## config.mk

```make
export PLATFORM = sky130hd
export DESIGN_NAME = wb_addr_decoder
export DESIGN_NICKNAME = d
export VERILOG_FILES = /design/src/logic/wb_mem_pkg.sv /design/src/logic/wb_addr_decoder.sv
export SDC_FILE = /design/constraint.sdc
export NUM_CORES = 1
export LEC_CHECK = 0
export BUFFER_PORTS_ARGS = -buffer_cell sky130_fd_sc_hd__buf_2
export CELL_PAD_IN_SITES_DETAIL_PLACEMENT = 1
export CELL_PAD_IN_SITES_GLOBAL_PLACEMENT = 2
export CORE_UTILIZATION = 11
export DETAILED_ROUTE_END_ITERATION = 6
export PLACE_DENSITY_LB_ADDON = 0.1
export SLEW_MARGIN = 20
export SYNTH_ARGS = -nofsm -noshare
export SYNTH_HDL_FRONTEND = slang
export SYNTH_SLANG_ARGS = --single-unit
```

## constraint.sdc

```tcl
create_clock -name vclk -period 1.2
set_input_delay 0.24 -clock vclk [all_inputs]
set_output_delay 0.24 -clock vclk [all_outputs]
set_load 0.02 [all_outputs]
```

## src/logic/wb_mem_pkg.sv

```systemverilog
/* Single-word Wishbone B4 classic memory path. Widths, memory map and bank
   geometry are fixed here. RAM_LATENCY must be at least 2 */
`default_nettype none

package wb_mem_pkg;

  // ====================
  // Bus widths
  // ====================
  localparam int unsigned BYTE_W = 8;
  localparam int unsigned ADDR_W = 32;
  localparam int unsigned DATA_W = 32;
  localparam int unsigned SEL_W  = DATA_W / BYTE_W;

  // ====================
  // Bank geometry
  // ====================
  // 128-bit cache line, four words
  localparam int unsigned LINE_W         = 128;
  localparam int unsigned LINE_SEL_W     = LINE_W / BYTE_W;
  localparam int unsigned WORDS_PER_LINE = LINE_W / DATA_W;
  localparam int unsigned LINES_PER_BANK = 256;
  localparam int unsigned NUM_BANKS      = 4;
  localparam int unsigned RAM_LATENCY    = 4;

  // Address slicing inside one bank
  localparam int unsigned BYTE_OFS_W = $clog2(SEL_W);
  localparam int unsigned WORD_OFS_W = $clog2(WORDS_PER_LINE);
  localparam int unsigned LINE_OFS_W = $clog2(LINE_SEL_W);
  localparam int unsigned LINE_IDX_W = $clog2(LINES_PER_BANK);
  localparam int unsigned BANK_IDX_W = $clog2(NUM_BANKS);

  // ====================
  // Memory map
  // ====================
  // Each bank spans 4 KiB, banks packed back to back
  localparam int unsigned BANK_SPAN_LOG2 = 12;
  localparam logic [ADDR_W-1:0] MEM_BASE = 32'h8000_0000;
  localparam logic [ADDR_W-1:0] MEM_SIZE = ADDR_W'(NUM_BANKS) << BANK_SPAN_LOG2;
  // Exclusive upper bound of the window
  localparam logic [ADDR_W-1:0] MEM_END  = MEM_BASE + MEM_SIZE;

  // ====================
  // Payload structs
  // ====================
  // Host side request payload
  typedef struct packed {
    logic              we;
    logic [ADDR_W-1:0] addr;
    logic [DATA_W-1:0] wdata;
    logic [SEL_W-1:0]  sel;
  } host_req_t;

  // Wishbone master to slave
  typedef struct packed {
    logic              cyc;
    logic              stb;
    logic              we;
    logic [ADDR_W-1:0] adr;
    logic [DATA_W-1:0] dat;
    logic [SEL_W-1:0]  sel;
  } wb_req_t;

  // Wishbone slave to master
  typedef struct packed {
    logic [DATA_W-1:0] dat;
    logic              ack;
    logic              err;
  } wb_rsp_t;

endpackage

`default_nettype wire

```

## src/logic/wb_addr_decoder.sv

```systemverilog
/* Combinational decode of the RAM window into NUM_BANKS banks.
   Anything outside the window is terminated here with err */
`timescale 1ns/1ps
`default_nettype none

module wb_addr_decoder (
  input  wire wb_mem_pkg::wb_req_t  wb_req_i,
  output wb_mem_pkg::wb_req_t       bank_req_o [wb_mem_pkg::NUM_BANKS],
  output wb_mem_pkg::wb_rsp_t       unmapped_rsp_o
);

  logic                                 mapped;
  logic                                 bus_req;
  logic [wb_mem_pkg::BANK_IDX_W-1:0]    bank_idx;
  logic [wb_mem_pkg::NUM_BANKS-1:0]     bank_hit;

  // ====================
  // Window check
  // ====================
  // Half open range, base included and end excluded
  assign mapped = (wb_req_i.adr >= wb_mem_pkg::MEM_BASE) &&
                  (wb_req_i.adr <  wb_mem_pkg::MEM_END);

  assign bus_req = wb_req_i.cyc && wb_req_i.stb;

  // Bank index sits right above the 4 KiB bank span
  assign bank_idx = wb_req_i.adr[wb_mem_pkg::BANK_SPAN_LOG2 +: wb_mem_pkg::BANK_IDX_W];

  // One-hot bank select, empty when unmapped
  assign bank_hit = mapped ? (wb_mem_pkg::NUM_BANKS'(1) << bank_idx) : '0;

  // ====================
  // Request fan-out
  // ====================
  always_comb begin
    for (int b = 0; b < wb_mem_pkg::NUM_BANKS; b++) begin
      // Payload goes everywhere
      bank_req_o[b]     = wb_req_i;
      // Only the hit bank sees the cycle
      bank_req_o[b].cyc = wb_req_i.cyc && bank_hit[b];
      bank_req_o[b].stb = wb_req_i.stb && bank_hit[b];
    end
  end

  // Error termination for holes in the map
  // Held only while stb is up, so it lasts one cycle with this bridge
  always_comb begin
    unmapped_rsp_o     = '0;
    unmapped_rsp_o.err = bus_req && !mapped;
  end

endmodule

`default_nettype wire

```

==> impl_metrics.yaml <==
run_status:
  status: "finished with violations"
  violations: "design-rule violations, negative setup slack"
route:
  drt-initial-drc-count: 67
  via_per_inst: 2.10
  wirelength_microns: 4150
  vias: 1006
  drc_errors: 100
  wl_per_cell_microns: 8.67
  detail-route-antenna-nets: 0
  drt_first_pass_iters: 7
worst_setup_path:
  cpMostUsedCell: "nor4_4"
  crit_buf_inv: 3
  worst-path-max-fanout: 9
  cp_cell_sequence: "buf_8 > nor4_4 > nand3_4 > buf_12 > nor4_4 > buf_4"
  crit_arrival_ns: 1.39
  worstSetupPathType: "primary input to primary output"
  endpoint: "bank_req_o[283]"
  cp-start-kind: "primary input"
  path_depth: 6
  cp_data_required_time_ns: 0.96
  critPathMaxStageDelay_ns: 0.33
  cp-startpoint: "wb_req_i[56]"
  cpLargestDelayFamily: "simple AND/OR/NAND/NOR gates"
  end_kind: "primary output"
  crit_slowest_cell: "nor4_4"
finish:
  seqCellArea_sq_um: 0
  synthToLayoutAreaGrowth_pct: -31.9
  nClkBuffers: 0
  fin_util: 0.0768
  nFlopsAndLatches: 0
  drive_above_1_share: 0.798
  nNetsFinal: 271
die:
  rows: 54
  io_pins: 389
  die_area_sq_mm: 0.0231
  die_w_microns: 152
  start_util: 0.113
  core-area_sq_mm: 0.0220
  die_h_microns: 152
sta:
  finalSetupViolations: 9
  maxSlewViolCount: 0
  period_needed_ns: 1.63
  fin_tns_setup_ns: -3.66
  period_share: 1.36
  rsz0062_at_grt: "true"
  clock.fmax_ghz: 0.614
  hold_viol: 0
  setup_slack_ns: -0.428
power_and_ir_drop:
  power-per-cell-area_mw_per_mm2: 373
  seq_power_share: 0
  p_clk_frac: 0
  intPower_uw: 203
  pwr-share-comb: 1.000
  p_leak_uw: 0.000833
  switchingPower_uw: 425
  netSwitchingFraction: 0.677
  report.power.total_uw: 628
  ir_drop_uv: 43.9
worst_hold_path:
  hold_path_class: "primary input to primary output"
synthesis:
  synthCells: 331
  synth_top_cell_by_area: "buf_4"
  syn-cell-area_sq_mm: 0.00247
  synth_area_leaders: "buf_4, nor4_1, nor4b_4, nand2b_1, nor4_2"
  yosys_warnings: 0
  yosysTopAreaCellShare: 0.938
  post_synth.cell_area_avg_sq_um: 7.47
  yosys.cell_types.count: 11
  yosysSeqAreaShare: 0
placed_design:
  gp_congestion: 0.593
  dp_hpwl_microns: 3610
  io_buffers: 111
flow_run:
  maxCapViolCount: 0
global_route:
  grt_pass1_vias: 940
  grtUsageMet2: 0.0511
  grt_pass1_wl_microns: 5650
  grt_max_degree: 10
  top_usage_layer: "met2"
  track_usage: 0.0299
  antenna_found_initial: 0
  grt_overflow: 0
  met1_usage: 0.0274
  gr-usage-met3: 0.0117
how the worst min path moves through the flow:
stage	start	endpoint	slack (ns)	depth (start not counted)
final	wb_req_i[7]	bank_req_o[7]	0.48	0
after global routing	wb_req_i[15]	bank_req_o[86]	0.48	0
after CTS	wb_req_i[43]	bank_req_o[114]	0.48	0
after detailed placement	wb_req_i[43]	bank_req_o[114]	0.48	0
after global placement	wb_req_i[43]	bank_req_o[114]	0.48	0
after floorplan	wb_req_i[48]	bank_req_o[282]	0.52	1
routing by layer:
layer	vias to the layer above	routed length [microns]
met1	411	1040
met5	-	0
met3	47	803
met4	0	319
li1	420	-
met2	128	1990
repair_timing:
item,4_1_cts,5_1_grt
gates cloned,1,0
buffers inserted,2,2
hold buffers,0,0
pin swaps,0,5
setup endpoints to repair,9,9
gates resized for setup,16,5
synthesized netlist by cell type:
library cell,number
nor4_2,1
nor2_1,1
nand3_2,1
nor4b_4,1
inv_1,1
o211a_1,1
buf_4,309
nor4_1,10
nand2b_1,2
conb_1,1
nand2_1,3
cells in the final DEF, fill, tap and decap left out:
cell | Yosys | final
nand2b_1 | 2 | 2
nand2_8 | 0 | 1
buf_6 | 0 | 5
nand2_1 | 3 | 2
inv_1 | 1 | 1
buf_2 | 0 | 99
conb_1 | 1 | 33
nand3_4 | 0 | 1
diode_2 | 0 | 1
buf_12 | 0 | 1
buf_4 | 309 | 37
nor2_1 | 1 | 1
nand2_4 | 0 | 1
nor4b_4 | 1 | 1
nor4_4 | 0 | 11
buf_8 | 0 | 1
o211a_1 | 1 | 1
per-stage QoR:
step	hold WS (ns)	setup slack, ns	instance area (sq um)	std cells
floorplan	0.517	-0.289	2770	363
detailed placement	0.480	-0.507	1580	473
CTS	0.480	-0.469	1650	476
global route	0.480	-0.520	1680	478
global placement	0.480	-0.471	1580	473
finish	0.480	-0.428	1690	479
cell type report:
type	instances	area, sq um
inverters	1	3.75
well taps	280	350
fillers	2657	20300
diodes	1	2.50
repair buffers	143	865
multi-input cells	54	464
power by group through the flow:
stage               Combinational (uW)  Clock [uW]  Sequential, uW
finish                             628    0.000111               0
global route                       665           0               0
CTS                                631           0               0
detailed placement                 618           0               0
global placement                   628           0               0
floorplan                         1550           0               0
cell families after synthesis:
logic type,count (synthesis),synth area share
buffers and inverters,310,0.939
AO/OA/AOI/OAI,1,0.00405
other,1,0.00152
AND/OR/NAND/NOR,19,0.0551
Power figures use the tool's default switching activity.
