--- src/logic/wb_mem_pkg.sv ---
/* Single-word Wishbone B4 classic memory path. Widths, memory map and bank
   geometry are fixed here. RAM_LATENCY must be at least 2 */
`default_nettype none

package wb_mem_pkg;

  // ====================
  // Bus widths
  // ====================
  localparam int unsigned BYTE_W = 8;
  localparam int unsigned ADDR_W = 32;
  localparam int unsigned DATA_W = 32;
  localparam int unsigned SEL_W  = DATA_W / BYTE_W;

  // ====================
  // Bank geometry
  // ====================
  // 128-bit cache line, four words
  localparam int unsigned LINE_W         = 128;
  localparam int unsigned LINE_SEL_W     = LINE_W / BYTE_W;
  localparam int unsigned WORDS_PER_LINE = LINE_W / DATA_W;
  localparam int unsigned LINES_PER_BANK = 256;
  localparam int unsigned NUM_BANKS      = 4;
  localparam int unsigned RAM_LATENCY    = 4;

  // Address slicing inside one bank
  localparam int unsigned BYTE_OFS_W = $clog2(SEL_W);
  localparam int unsigned WORD_OFS_W = $clog2(WORDS_PER_LINE);
  localparam int unsigned LINE_OFS_W = $clog2(LINE_SEL_W);
  localparam int unsigned LINE_IDX_W = $clog2(LINES_PER_BANK);
  localparam int unsigned BANK_IDX_W = $clog2(NUM_BANKS);

  // ====================
  // Memory map
  // ====================
  // Each bank spans 4 KiB, banks packed back to back
  localparam int unsigned BANK_SPAN_LOG2 = 12;
  localparam logic [ADDR_W-1:0] MEM_BASE = 32'h8000_0000;
  localparam logic [ADDR_W-1:0] MEM_SIZE = ADDR_W'(NUM_BANKS) << BANK_SPAN_LOG2;
  // Exclusive upper bound of the window
  localparam logic [ADDR_W-1:0] MEM_END  = MEM_BASE + MEM_SIZE;

  // ====================
  // Payload structs
  // ====================
  // Host side request payload
  typedef struct packed {
    logic              we;
    logic [ADDR_W-1:0] addr;
    logic [DATA_W-1:0] wdata;
    logic [SEL_W-1:0]  sel;
  } host_req_t;

  // Wishbone master to slave
  typedef struct packed {
    logic              cyc;
    logic              stb;
    logic              we;
    logic [ADDR_W-1:0] adr;
    logic [DATA_W-1:0] dat;
    logic [SEL_W-1:0]  sel;
  } wb_req_t;

  // Wishbone slave to master
  typedef struct packed {
    logic [DATA_W-1:0] dat;
    logic              ack;
    logic              err;
  } wb_rsp_t;

endpackage

`default_nettype wire

--- src/logic/wb_resp_mux.sv ---
/* AND-OR merge of slave responses. Relies on at most one source
   terminating per cycle */
`timescale 1ns/1ps
`default_nettype none

module wb_resp_mux (
  input  wire wb_mem_pkg::wb_rsp_t  bank_rsp_i [wb_mem_pkg::NUM_BANKS],
  input  wire wb_mem_pkg::wb_rsp_t  unmapped_rsp_i,
  output wb_mem_pkg::wb_rsp_t       wb_rsp_o
);

  always_comb begin
    wb_rsp_o = '0;

    // Banks
    for (int b = 0; b < wb_mem_pkg::NUM_BANKS; b++) begin
      wb_rsp_o.ack = wb_rsp_o.ack | bank_rsp_i[b].ack;
      wb_rsp_o.err = wb_rsp_o.err | bank_rsp_i[b].err;
      // Data only from a terminating source
      if (bank_rsp_i[b].ack || bank_rsp_i[b].err) begin
        wb_rsp_o.dat = wb_rsp_o.dat | bank_rsp_i[b].dat;
      end
    end

    // Error path for unmapped addresses
    wb_rsp_o.ack = wb_rsp_o.ack | unmapped_rsp_i.ack;
    wb_rsp_o.err = wb_rsp_o.err | unmapped_rsp_i.err;
    if (unmapped_rsp_i.ack || unmapped_rsp_i.err) begin
      wb_rsp_o.dat = wb_rsp_o.dat | unmapped_rsp_i.dat;
    end
  end

endmodule

`default_nettype wire

--- config.mk ---
export PLATFORM = sky130hd
export DESIGN_NAME = wb_resp_mux
export DESIGN_NICKNAME = d
export VERILOG_FILES = /design/src/logic/wb_mem_pkg.sv /design/src/logic/wb_resp_mux.sv
export SDC_FILE = /design/constraint.sdc
export NUM_CORES = 1
export LEC_CHECK = 0
export BUFFER_PORTS_ARGS = -buffer_cell sky130_fd_sc_hd__buf_2
export CORE_AREA = 2 2 79 81
export DETAILED_ROUTE_END_ITERATION = 7
export DIE_AREA = 0 0 81 83
export GPL_ROUTABILITY_DRIVEN = 0
export PLACE_DENSITY = 0.67
export REMOVE_ABC_BUFFERS = 1
export SETUP_SLACK_MARGIN = 0.3
export SYNTH_ARGS = -nofsm -noshare
export SYNTH_HDL_FRONTEND = slang
export SYNTH_SLANG_ARGS = --single-unit
--- constraint.sdc ---
create_clock -name vclk -period 1
set_input_delay 0.1 -clock vclk [all_inputs]
set_output_delay 0.1 -clock vclk [all_outputs]
set_load 0.005 [all_outputs]
==> impl_metrics.tcl, run 1 <==
set metrics [dict create \
    status "complete, but fails checks" \
    violations "negative setup slack" \
    cp.required_ns 0.90 \
    syn_area_per_cell_sq_um 6.660 \
    ant_nets 0 \
    io_buffers 204 \
    ys_types 10 \
    slew_viol_final 0 \
    crit_fanout 15 \
    period_share_pct 128.9 \
    grt_max_degree 33 \
    regArea_sq_um 0 \
    synth_warnings 0 \
    fill_cells 633 \
    die_w_microns 81 \
    cp_slowest_cell "a222oi_1" \
    tns_ns -7.860 \
    fin_util_pct 37.31 \
    syn_to_final_growth_pct 156.5 \
    min_path_type "in2out" \
    drive_gt1_share_pct 70.30 \
    cp_cell_sequence "buf_6 -> or2_4 -> buf_12 -> a222oi_1 -> nand2_1 -> buf_2" \
    place_inst 399 \
    critical-path-top-delay-family "buffers and inverters" \
    critical_path_buf_inv_count 3 \
    layout.cells.non_filler 405 \
    grt_overflow 0 \
    route.detailed.drc 0 \
    core_area_sq_um 5816 \
    syn_area_sq_um 845.8 \
    ctsHoldBuffers 0 \
    first_iter_violations 172 \
    max_stage_delay_ns 0.33 \
    diodes 0 \
    ys_seq_area_share_pct 0 \
    tightestPinTransition_ns 0.3124 \
    grt_pass1_wl_microns 8583 \
    slew_headroom_pct 79.17 \
    start_kind "input pin" \
    start_util_pct 14.54 \
    arrival_ns 1.19 \
    grt_pass1_vias 1936 \
    hold_path_depth 4 \
    post_drt_wl_per_cell_microns 15.11 \
    setup_ws_ns -0.2886 \
    max_freq_mhz 776.0 \
    peakVddDrop_mv 0.1842 \
    cap_violations 0 \
    vias 2027 \
    wl_microns 6121 \
    nFlopsAndLatches 0 \
    clock_buffers 0 \
    worstHoldStart "bank_rsp_i[35]" \
    row_count 28 \
    num_io_pins 204 \
    crit_path_end_kind "primary output" \
    yosysTopAreaCell "a222oi_1" \
    firstDrtPassIters 6 \
    holdWs_ns 0.4566 \
    synthCells 127 \
    vias_per_cell 5.005 \
    hold_violations 0 \
    dp_hpwl_microns 4680 \
    place_ws_ns -0.3414 \
    fp.dieH_microns 83 \
    rsz0062_at_grt "true" \
    min_period_ns 1.289 \
    antenna_found_initial 0 \
    synthTopCellsByArea "a222oi_1, a22oi_1, nand2_1, clkbuf_1, buf_6" \
    holdPathEnd "wb_rsp_o[1]" \
    nets 502 \
    yosysTopAreaCellShare_pct 37.87 \
    power.density_nw_per_um2 399.7 \
    setup_violations 32 \
    crit_cells 6 \
    crit_type "in2out" \
    track_usage_pct 15.47 \
    leakagePower_nw 1.134 \
    die_area_sq_um 6723 \
]
[cell usage after synthesis (all sizes together)]
master  count
a22oi      32
or2         5
buf         7
clkbuf     13
nor2        2
nor3        2
a222oi     32
nand2      34
[worst max path at each step]
stage	from	to	slack [ns]
after floorplan	bank_rsp_i[0]	wb_rsp_o[27]	-0.20
after global placement	bank_rsp_i[34]	wb_rsp_o[12]	-0.33
after detailed placement	bank_rsp_i[34]	wb_rsp_o[12]	-0.34
after CTS	bank_rsp_i[34]	wb_rsp_o[12]	-0.27
after global routing	bank_rsp_i[34]	wb_rsp_o[21]	-0.35
final	bank_rsp_i[34]	wb_rsp_o[2]	-0.29
[area by class of cell]
type,count,area [sq um],share of cell area (%)
timing repair buffer,223,1309,60.32
multi-input combinational,107,767.0,35.35
tap,75,93.84,4.325
[routing by layer]
metal  global-route usage (%)  vias to the layer above  share of wire [%]
met4                    1.079                        0               0.87
met2                    32.16                      137                 53
met5                        0                        -                  0
met1                    16.93                      920                 37
met3                    1.087                        4                9.5
li1                         -                      966                  -
[what timing repair did]
item,CTS,global route
endpoints found under the hold margin,0,0
setup buffers,1,2
resized for setup,18,12
pin swaps,36,12
gates cloned,3,0
setup endpoints to repair,33,34
[cell usage in the layout (no fill, tap or decap), drive strengths merged]
cell type and n:
nor2 2, bufbuf 1, a22oi 32, buf 222, nor3 2, or2 5
a222oi 32, nand2 34
[stage by stage]
| stage | total power [mW] | area, sq um |
|---|---|---|
| floorplan | 0.2602 | 737.0 |
| global placement | 0.7485 | 1974 |
| detailed placement | 0.7660 | 1974 |
| CTS | 0.8349 | 2096 |
| global route | 0.9430 | 2170 |
| finish | 0.8671 | 2170 |
[tightest hold or removal path, delay by kind of cell]
kind                   cells  cell delay (ns)
buffers and inverters      2             0.17
and+or+nand+nor            2             0.07
[report_power, final]
part | internal (mW) | switching [mW]
sequential | 0 | 0
combinational | 0.520 | 0.347
clock | 0 | 0
[cells by family (layout without fill, tap and decap cells)]
kind of cell	count (synthesis)	after routing	synth area share [%]
buffers and inverters	20	223	12.87
AO/OA/AOI/OAI	64	64	66.27
AND/OR/NAND/NOR	43	43	20.86
(Power assumes the default switching activity.)
==> run 2, diff against run 1 <==
Settings changed: ABC_AREA set to 1, CORE_AREA 2 2 79 81 to 2 2 78 80, DIE_AREA 0 0 81 83 to 0 0 80 82, PLACE_DENSITY 0.67 to 0.81.
==> run 2 against run 1 <==
  * The flow still finishes with violations (negative setup slack)
  * Synthesized cell count grew to 2.8 times the previous value
  * Combinational power increased by 38%
  * Global-route usage rose by 4.8 points
  * Maximum frequency up 22%
  * Non-clock buffer count up 5
  * Die area is 2.4% lower
  * First-iteration DRC count fell by 54%
  * Area after synthesis is 77% higher
  * Via count grew 40%
  * Sequential share of layout area did not move
  * Critical endpoint is now wb_rsp_o[21]
  * Largest power group unchanged
==> impl_metrics.tcl, run 2 <==
set metrics [dict create \
    yosys-top-cells-count "nand2_1, nor2_1, inv_1, a21oi_1, o21ai_0" \
    p_clk_share_pct 0 \
    first_iter_violations 79 \
    synthTopCellsByArea "nand2_1, nor2_1, inv_1, a21oi_1, o21ai_0" \
    holdPathEnd "wb_rsp_o[27]" \
    grt_pass1_wl_microns 10710 \
    setup_violations 15 \
    grt_pass1_vias 2578 \
    ctsHoldBuffers 0 \
    rsz0062_at_grt "true" \
    max_freq_mhz 944.7 \
    vias_per_cell 4.409 \
    post_drt_wl_per_cell_microns 12.27 \
    regArea_sq_um 0 \
    fin_util_pct 52.59 \
    ys_types 15 \
    grt_overflow 0 \
    period_share_pct 105.9 \
    crit_fanout 6 \
    worstHoldStart "bank_rsp_i[61]" \
    track_usage_pct 20.32 \
    cp.required_ns 0.90 \
    clock_buffers 0 \
    slew_viol_final 0 \
    start_kind "input pin" \
    p_comb_share_pct 100.0 \
    synthCells 350 \
    crit_path_end_kind "primary output" \
    arrival_ns 0.96 \
    ys_seq_area_share_pct 0 \
    met2_length_microns 4188 \
    io_buffers 204 \
    place_ws_ns -0.09709 \
    layout.cells.non_filler 643 \
    setup_ws_ns -0.05851 \
    hold_path_depth 4 \
    num_io_pins 204 \
    firstDrtPassIters 4 \
    p_sw_mw 0.5826 \
    routed-wl-met3_microns 602 \
    die_w_microns 80 \
    yosysMostFrequentCell "nand2_1" \
    die_area_sq_um 6560 \
    min_path_type "in2out" \
    cap_violations 0 \
    power.total_mw 1.203 \
    wl_microns 7889 \
    nets 740 \
    row_count 28 \
    power.density_nw_per_um2 398.2 \
    diodes 0 \
    dp_hpwl_microns 5737 \
    syn_area_per_cell_sq_um 4.272 \
    drive_gt1_share_pct 48.77 \
    peakVddDrop_mv 0.2751 \
    vias 2835 \
    p_sw_share_pct 48.43 \
    p_int_mw 0.6205 \
    hold_violations 0 \
    mostFrequentLayoutCell "buf_2" \
    mostFrequentLayoutCells "buf_2, nor2_1, nand2_1" \
    crit_type "in2out" \
    status "complete, but fails checks" \
    min_period_ns 1.059 \
    wl_met1_microns 2971 \
    syn_area_sq_um 1495 \
    grt_max_degree 21 \
    start_util_pct 26.02 \
    yosysTopAreaCell "nand2_1" \
    syn_to_final_growth_pct 102.1 \
    synth_warnings 0 \
    highest_layer "met4" \
    yosysTopAreaCellShare_pct 23.60 \
    nFlopsAndLatches 0 \
    violations "negative setup slack" \
    antenna_found_initial 0 \
    fp.dieH_microns 82 \
    seqPwrFrac_pct 0 \
    place_inst 634 \
    route.detailed.drc 0 \
    ant_nets 0 \
    slew_headroom_pct 85.74 \
    tightestPinTransition_ns 0.2123 \
    core_area_sq_um 5746 \
    leakagePower_nw 1.849 \
]
## run 2: changes by cell type after synthesis, sizes merged, moves of 5 or more
cell / change
a21oi: +32
a222oi: -32
a22oi: -32
clkbuf: -9
inv: +71
nand2: +65
nor2: +97
o21ai: +32
or2: -5
## run 2: stage by stage
step | setup TNS [ns] | hold slack, ns | area (sq um)
2_1_floorplan | -3.798 | 0.2873 | 1390
3_3_place_gp | -1.041 | 0.4677 | 2715
3_5_place_dp | -1.414 | 0.4725 | 2715
4_1_cts | -0.02458 | 0.4698 | 2865
5_1_grt | -2.007 | 0.4788 | 3022
6_report | -0.2253 | 0.4678 | 3022
## run 2: critical path, stage by stage
cell        delay (ns)
buf_6             0.10
clkinvlp_4        0.07
buf_12            0.15
nand2_4           0.10
nand2_1           0.07
nand2_1           0.05
nor2_1            0.12
nand2_1           0.08
buf_2             0.13
## run 2: metal layers
metal  GRT usage, %  vias up
met1          20.26     1191
met2          43.75      151
met5              0        -
met3          2.637       12
met4          4.237        0
li1               -     1481
## run 2: power groups by stage
stage | Combinational, mW | Clock, mW | Sequential (mW)
floorplan | 0.427 | 0 | 0
global placement | 1.00 | 0 | 0
detailed placement | 1.02 | 0 | 0
CTS | 1.11 | 0 | 0
global route | 1.34 | 0 | 0
finish | 1.20 | 0 | 0
## run 2: timing repair
item,4_1_cts,5_1_grt
buffers inserted,1,3
setup endpoints to repair,34,34
gates resized for setup,41,32
cloned,2,3
hold endpoints to repair,0,0
pin swaps,13,11
## run 2: how the worst max path moves through the flow
stage / from / endpoint / slack (ns) / cells after the start
after floorplan: unmapped_rsp_i[0] / wb_rsp_o[10] / -0.12 / 4
after global placement: bank_rsp_i[102] / wb_rsp_o[31] / -0.1 / 8
after detailed placement: bank_rsp_i[102] / wb_rsp_o[31] / -0.1 / 8
after CTS: bank_rsp_i[102] / wb_rsp_o[31] / -0.02 / 9
after global routing: bank_rsp_i[102] / wb_rsp_o[21] / -0.14 / 9
final: bank_rsp_i[102] / wb_rsp_o[21] / -0.06 / 9
## run 2: layout make-up
| type | instances | area [sq um] |
|---|---|---|
| well taps | 75 | 93.84 |
| fillers | 603 | 2724 |
| inverters | 71 | 275.3 |
| multi-input cells | 269 | 1287 |
| repair buffers | 228 | 1365 |
## run 2: cell families (layout without fill, tap and decap cells)
kind of cell           after synthesis  after routing  share of synthesized area, %
AND/OR/NAND/NOR                    202            205                         53.72
AO/OA/AOI/OAI                       64             64                         21.42
buffers and inverters               84            299                         24.85
