--- config.mk ---
export PLATFORM = sky130hd
export DESIGN_NAME = wb_host_bridge
export DESIGN_NICKNAME = d
export VERILOG_FILES = /design/src/logic/wb_mem_pkg.sv /design/src/logic/wb_host_bridge.sv
export SDC_FILE = /design/constraint.sdc
export NUM_CORES = 1
export LEC_CHECK = 0
export ABC_AREA = 1
export BUFFER_PORTS_ARGS = -buffer_cell sky130_fd_sc_hd__buf_2
export CAP_MARGIN = 20
export CORE_ASPECT_RATIO = 0.7
export CORE_MARGIN = 2
export CORE_UTILIZATION = 40
export DETAILED_ROUTE_END_ITERATION = 12
export PLACE_DENSITY = 0.79
export SYNTH_ARGS = -nofsm -noshare
export SYNTH_HDL_FRONTEND = slang
export SYNTH_SLANG_ARGS = --single-unit
--- constraint.sdc ---
create_clock -name clk_i -period 8.6 [get_ports clk_i]
set_clock_uncertainty 0.2 [all_clocks]
set_input_delay 0.43 -clock clk_i [delete_from_list [all_inputs] [get_ports clk_i]]
set_output_delay 0.43 -clock clk_i [all_outputs]
set_load 0.02 [all_outputs]
--- src/logic/wb_mem_pkg.sv ---
/* Single-word Wishbone B4 classic memory path. Widths, memory map and bank
   geometry are fixed here. RAM_LATENCY must be at least 2 */
`default_nettype none

package wb_mem_pkg;

  // ====================
  // Bus widths
  // ====================
  localparam int unsigned BYTE_W = 8;
  localparam int unsigned ADDR_W = 32;
  localparam int unsigned DATA_W = 32;
  localparam int unsigned SEL_W  = DATA_W / BYTE_W;

  // ====================
  // Bank geometry
  // ====================
  // 128-bit cache line, four words
  localparam int unsigned LINE_W         = 128;
  localparam int unsigned LINE_SEL_W     = LINE_W / BYTE_W;
  localparam int unsigned WORDS_PER_LINE = LINE_W / DATA_W;
  localparam int unsigned LINES_PER_BANK = 256;
  localparam int unsigned NUM_BANKS      = 4;
  localparam int unsigned RAM_LATENCY    = 4;

  // Address slicing inside one bank
  localparam int unsigned BYTE_OFS_W = $clog2(SEL_W);
  localparam int unsigned WORD_OFS_W = $clog2(WORDS_PER_LINE);
  localparam int unsigned LINE_OFS_W = $clog2(LINE_SEL_W);
  localparam int unsigned LINE_IDX_W = $clog2(LINES_PER_BANK);
  localparam int unsigned BANK_IDX_W = $clog2(NUM_BANKS);

  // ====================
  // Memory map
  // ====================
  // Each bank spans 4 KiB, banks packed back to back
  localparam int unsigned BANK_SPAN_LOG2 = 12;
  localparam logic [ADDR_W-1:0] MEM_BASE = 32'h8000_0000;
  localparam logic [ADDR_W-1:0] MEM_SIZE = ADDR_W'(NUM_BANKS) << BANK_SPAN_LOG2;
  // Exclusive upper bound of the window
  localparam logic [ADDR_W-1:0] MEM_END  = MEM_BASE + MEM_SIZE;

  // ====================
  // Payload structs
  // ====================
  // Host side request payload
  typedef struct packed {
    logic              we;
    logic [ADDR_W-1:0] addr;
    logic [DATA_W-1:0] wdata;
    logic [SEL_W-1:0]  sel;
  } host_req_t;

  // Wishbone master to slave
  typedef struct packed {
    logic              cyc;
    logic              stb;
    logic              we;
    logic [ADDR_W-1:0] adr;
    logic [DATA_W-1:0] dat;
    logic [SEL_W-1:0]  sel;
  } wb_req_t;

  // Wishbone slave to master
  typedef struct packed {
    logic [DATA_W-1:0] dat;
    logic              ack;
    logic              err;
  } wb_rsp_t;

endpackage

`default_nettype wire

--- src/logic/wb_host_bridge.sv ---
/* One Wishbone classic cycle per four-phase host request, no bursts.
   The host must keep host_req_i stable while req_i is high */
`timescale 1ns/1ps
`default_nettype none

module wb_host_bridge (
  input  wire logic                          clk_i,
  input  wire logic                          rst_ni,
  input  wire logic                          req_i,
  input  wire wb_mem_pkg::host_req_t         host_req_i,
  output logic                               ack_o,
  output logic [wb_mem_pkg::DATA_W-1:0]      rdata_o,
  output logic                               err_o,
  output wb_mem_pkg::wb_req_t                wb_req_o,
  input  wire wb_mem_pkg::wb_rsp_t           wb_rsp_i
);

  typedef enum logic [1:0] {
    ST_IDLE,
    ST_BUS,
    ST_HOLD
  } state_e;

  state_e                          state_q;
  logic                            bus_q;
  logic                            ack_q;
  wb_mem_pkg::host_req_t           host_q;
  logic [wb_mem_pkg::DATA_W-1:0]   rdata_q;
  logic                            err_q;
  logic                            start;
  logic                            done;

  // New request seen while idle
  assign start = (state_q == ST_IDLE) && req_i;
  // Slave terminated the cycle, either way
  assign done  = (state_q == ST_BUS) && (wb_rsp_i.ack || wb_rsp_i.err);

  // ====================
  // Control FSM
  // ====================
  always_ff @(posedge clk_i or negedge rst_ni) begin
    if (!rst_ni) begin
      state_q <= ST_IDLE;
      bus_q   <= 1'b0;
      ack_q   <= 1'b0;
    end else begin
      case (state_q)
        ST_IDLE: begin
          if (start) begin
            state_q <= ST_BUS;
            bus_q   <= 1'b1;
          end
        end
        ST_BUS: begin
          // Drop cyc/stb right after the termination
          if (done) begin
            state_q <= ST_HOLD;
            bus_q   <= 1'b0;
            ack_q   <= 1'b1;
          end
        end
        ST_HOLD: begin
          // Wait for the host to withdraw
          if (!req_i) begin
            state_q <= ST_IDLE;
            ack_q   <= 1'b0;
          end
        end
        default: state_q <= ST_IDLE;
      endcase
    end
  end

  // Payload capture
  always_ff @(posedge clk_i) begin
    if (start) begin
      host_q <= host_req_i;
    end
    if (done) begin
      // Writes return zero data
      rdata_q <= host_q.we ? '0 : wb_rsp_i.dat;
      err_q   <= wb_rsp_i.err;
    end
  end

  // cyc and stb move together, single access only
  assign wb_req_o = '{cyc: bus_q, stb: bus_q, we: host_q.we, adr: host_q.addr,
                      dat: host_q.wdata, sel: host_q.sel};

  assign ack_o   = ack_q;
  assign rdata_o = rdata_q;
  assign err_o   = err_q;

endmodule

`default_nettype wire

==> impl_metrics.json, run 1 <==
{
  "hold_viol": 0,
  "crit_required_ps": 7970,
  "final_util_pct": 59.2,
  "peakVddDrop_mv": 0.154,
  "vias": 2280,
  "grt_pass1_vias": 2151,
  "portBuffers": 210,
  "postCtsHoldBufs": 1,
  "numCtsBuffers": 9,
  "maxCapViolations": 0,
  "syn_nets": 300,
  "slowest_delay_ps": 1000,
  "antenna_found_initial": 0,
  "power-per-cell-area_nw_per_um2": 302,
  "cts_setup_buffers": 0,
  "start_kind": "flop",
  "cts_tree": "done",
  "die_x_um": 116,
  "slew_violations": 0,
  "drt_first_pass_iters": 4,
  "grt_first_pass_wirelength_um": 10600,
  "grt_max_degree": 63,
  "cts.clk_slew.worst_paths_ps": 70,
  "drcViolationCount": 0,
  "max_freq_mhz": 436,
  "cts_resized": 0,
  "post_dp_cell_area_sq_um": 4730,
  "cp_cell_sequence": "buf_2",
  "clockRootBuffer": "clkbuf_16",
  "cts_buffer_depth": 2,
  "fin_crit_sh_pct": 26.6,
  "path_buf_inv": 1,
  "areaGrowthSynthToFinish_pct": 43.2,
  "netlist-cell-type-count": 12,
  "dieArea_sq_um": 9580,
  "critPathKind": "reg2out",
  "io_pins": 211,
  "antenna_left": 0,
  "wirelength_um": 7600,
  "vias_per_cell": 4.24,
  "clk_latency_ps": 340,
  "whs_ps": 61.9,
  "syn_area_per_cell_sq_um": 18.1,
  "endpoint_kind": "output pin",
  "htreeDepth": 3,
  "finalInstanceArea_sq_um": 5040,
  "grt_usage_pct": 15.4,
  "ys_warn_count": 0,
  "fin_crit_ps": 2290,
  "rsz0062_at_grt": "false",
  "hold_path.class": "in2reg",
  "clkSinkCount": 106,
  "grt_overflow_total": 0,
  "die_h_um": 82.5,
  "leakage_nw": 2.31,
  "cpMaxStageDelayCell": "edfxtp_1",
  "gp_congestion": 0.736,
  "drt_iter0_markers": 81,
  "path_delay_family": "flip-flops",
  "max-slew-margin-rel_pct": 33.9,
  "critPathArrivalTime_ps": 1660,
  "ys_ff_latch": 106,
  "nets": 519,
  "crit_fanout": 33,
  "outcome": "complete, no violations",
  "row_count": 28,
  "synth-seq-area-share_pct": 89.9,
  "core_sq_um": 8510,
  "dp_hpwl_um": 5830,
  "synth_area_sq_um": 3520,
  "setup_tns_ps": 0,
  "fillers": 706,
  "tightest_slew_ps": 992,
  "setup_viol": 0,
  "start_util_pct": 41.3,
  "wl_per_cell_um": 14.1,
  "synthesis.instances": 194,
  "antenna_cells": 0,
  "drive_above_1_share_pct": 55.7
}
flip-flops by register name, indices dropped and copies added (netlist names):
register and count:
wb_req_o 69, ack_o 1, err_o 1, rdata_o 32, bus_q 1, state_q 2
final timing paths:
check                                from      endpoint  depth (start not counted)  slack (ps)
min reg2reg                         ack_o         ack_o                          2         300
max reg2reg                    state_q[1]  wb_req_o[18]                          2        6400
min in group asynchronous          rst_ni         bus_q                          2         220
max                          wb_req_o[68]  wb_req_o[68]                          1        6310
max in group asynchronous          rst_ni    state_q[0]                          2        7860
min                        host_req_i[68]  wb_req_o[68]                          1          60
metal layers:
| metal | share of wire (%) | global-route usage [%] | wire length, um |
|---|---|---|---|
| met5 | 0 | 0 | 0 |
| met4 | 0.92 | 6.43 | 70 |
| met3 | 8.0 | 5.33 | 610 |
| met2 | 51 | 26.1 | 3900 |
| met1 | 40 | 18.3 | 3020 |
cell usage after synthesis, drive strengths merged:
cell type  instances  area share [%]
nand3              3            0.43
nor3               1            0.28
buf                5            0.85
edfxtp           102              87
dfrtp              4             2.8
nand2              8            0.92
nor2              33             3.6
inv               38             4.1
cell type report:
class | count | area (sq um) | share of cell area, %
Sequential cell | 106 | 3160 | 62.7
Timing Repair Buffer | 213 | 1100 | 21.7
Clock buffer | 9 | 225 | 4.47
Multi-Input combinational cell | 45 | 190 | 3.77
Tap cell | 120 | 150 | 2.98
Inverter | 38 | 143 | 2.83
Clock inverter | 7 | 73.8 | 1.46
report_power, final:
group | total (W) | leakage, nW | internal, W | switching, W
logic | 0.000364 | 1.15 | 0.000108 | 0.000256
clock network | 0.000405 | 0.147 | 0.000228 | 0.000177
registers | 0.000753 | 1.01 | 0.000714 | 0.0000390
total | 0.00152 | 2.31 | 0.00105 | 0.000472
stage by stage:
stage,setup slack [ps],power (W),cells
3_3_place_gp,6320,0.00111,520
4_1_cts,6280,0.00154,538
5_1_grt,6160,0.00159,538
2_1_floorplan,4750,0.000984,194
6_report,6310,0.00152,538
3_5_place_dp,6280,0.00113,521
cells by family after synthesis:
family / count (synthesis) / share of synthesized area, %
simple gates: 45 / 5.23
buf+inv: 43 / 4.91
flops: 106 / 89.9
cell usage in the layout (no fill, tap or decap), drive strengths merged:
cell type    count
nand3            3
nor2            33
clkinvlp         1
clkbuf           9
bufinv           1
nor3             1
buf            212
inv             41
clkinv           2
dlygate4sd3      1
dfrtp            4
edfxtp         102
nand2            8
Note: power is estimated with default switching activity, not from simulation.
==> run 2: changes to the inputs <==
Settings changed: CORE_UTILIZATION 40 to 39, PLACE_DENSITY 0.79 to 0.8.
Clock period 8.6 ns to 2.1 ns, I/O delays scaled along.
==> run 2 against run 1 <==
- power grew to 4.2 times the previous value
- worst hold slack better by 220 ps
- sequential share of layout area is 11 points lower
- register-to-register slack worse by 6000 ps
- clock power grew to 3.7 times the previous value
- cell count is 21% higher
- critical path depth is 4 higher
- worst setup slack worse by 6000 ps
- final area is 22% higher
- largest power group unchanged
==> impl_metrics.json, run 2 (synthesized netlist as in run 1, its figures left out) <==
{
  "outcome": "complete, no violations",
  "path_delay_family": "buffers and inverters",
  "drcViolationCount": 0,
  "maxCapViolations": 0,
  "leakage_nw": 2.78,
  "critPathArrivalTime_ps": 1630,
  "postCtsHoldBufs": 107,
  "post_dp_cell_area_sq_um": 4800,
  "finalInstanceArea_sq_um": 6150,
  "antenna_found_initial": 0,
  "setup_viol": 0,
  "portBuffers": 210,
  "row_count": 28,
  "slew_violations": 0,
  "areaGrowthSynthToFinish_pct": 74.7,
  "drive_above_1_share_pct": 45.0,
  "power_w": 0.00636,
  "clockPowerShare_pct": 23.6,
  "combPwrFrac_pct": 28.2,
  "power-per-cell-area_nw_per_um2": 1030,
  "clk_latency_ps": 330,
  "p_int_w": 0.00437,
  "endpoint_kind": "flop",
  "drt_first_pass_iters": 4,
  "drt_iter0_markers": 170,
  "layout_commonest_cell": "buf_2",
  "crit_required_ps": 1940,
  "wl_per_cell_um": 15.2,
  "io_pins": 211,
  "slowest_delay_ps": 540,
  "start_util_pct": 40.8,
  "layout_common_cells": "210 x buf_2, 107 x dlygate4sd3_1, 102 x edfxtp_1, 36 x inv_1, 32 x nor2_1",
  "core_sq_um": 8620,
  "start_kind": "input port",
  "fin_crit_ps": 1790,
  "clockRootBuffer": "clkbuf_16",
  "antenna_cells": 0,
  "cts_tree": "done",
  "cts_setup_buffers": 0,
  "switchingPower_w": 0.00199,
  "cp_cell_sequence": "dlygate4sd3_1, buf_2, inv_1, nor3_4, buf_12",
  "peakVddDrop_mv": 0.609,
  "gp_congestion": 0.745,
  "cpMaxStageDelayCell": "nor3_4",
  "switching_share_pct": 31.2,
  "vias": 2796,
  "vias_per_cell": 4.28,
  "die_h_um": 83.5,
  "critPathKind": "in2reg",
  "dp_hpwl_um": 6250,
  "grt_max_degree": 34,
  "antenna_left": 0,
  "grt_usage_pct": 20.3,
  "numCtsBuffers": 9,
  "final_util_pct": 71.3,
  "clkSinkCount": 106,
  "max_freq_mhz": 559,
  "die_x_um": 118,
  "dieArea_sq_um": 9810,
  "max-slew-margin-rel_pct": 58.1,
  "htreeDepth": 3,
  "hold_viol": 0,
  "cts.clk_slew.worst_paths_ps": 70,
  "cts_buffer_depth": 2,
  "grt_overflow_total": 0,
  "pwr-share-seq_pct": 48.2,
  "path_buf_inv": 4,
  "nets": 634,
  "fin_crit_sh_pct": 85.2,
  "grt_pass1_vias": 2967,
  "tightest_slew_ps": 627,
  "cts_resized": 0,
  "largest_register_ffs": 69,
  "grt_first_pass_wirelength_um": 15000,
  "hold_path.class": "in2reg",
  "crit_fanout": 25,
  "wirelength_um": 9950,
  "rsz0062_at_grt": "false"
}
run 2: per-stage QoR:
step / setup TNS [ps] / cells / hold WS, ps / setup slack, ps
after floorplan: -46850 / 194 / -391 / -666
after global placement: 0 / 530 / -287 / 346
after detailed placement: 0 / 530 / -287 / 373
after CTS: 0 / 653 / 264 / 345
after global routing: 0 / 653 / 275 / 257
final: 0 / 653 / 281 / 311
run 2: power by group through the flow:
| stage | Combinational, W | Sequential, W | Clock, W |
|---|---|---|---|
| 2_1_floorplan | 0.000353 | 0.00367 | 0 |
| 3_3_place_gp | 0.00159 | 0.00309 | 0 |
| 3_5_place_dp | 0.00162 | 0.00310 | 0 |
| 4_1_cts | 0.00179 | 0.00306 | 0.00155 |
| 5_1_grt | 0.00190 | 0.00311 | 0.00162 |
| 6_report | 0.00179 | 0.00307 | 0.00150 |
run 2: routing by layer:
layer | vias to the layer above | global-route usage, % | wire length (um)
li1 | 1325 | - | -
met3 | 26 | 5.12 | 472
met1 | 1322 | 20.7 | 3640
met5 | - | 0 | 0
met2 | 123 | 39.0 | 5530
met4 | 0 | 9.20 | 301
run 2: final timing paths:
check / from / to / slack, ps / cells past startpoint
worst min-delay path: host_req_i[22] / wb_req_o[22] / 280 / 2
worst max register to register: state_q[0] / wb_req_o[38] / 360 / 2
max in group asynchronous: rst_ni / ack_o / 1060 / 3
worst min register to register: ack_o / ack_o / 300 / 2
min in group asynchronous: rst_ni / state_q[1] / 460 / 3
worst max-delay path: req_i / wb_req_o[38] / 310 / 5
run 2: cell type report:
cell class	instances	area, sq um
Timing Repair Buffer	328	2230
Fill cell	583	2470
Inverter	38	143
Clock inverter	6	43.8
Clock buffer	10	229
Tap cell	120	150
Multi-Input combinational cell	45	190
Sequential cell	106	3160
run 2: worst register-to-register path, delay by kind of cell (launching register included):
| kind | cells | cell delay [ps] |
|---|---|---|
| AND/OR/NAND/NOR | 1 | 570 |
| buffers and inverters | 1 | 260 |
| flip-flops | 1 | 410 |
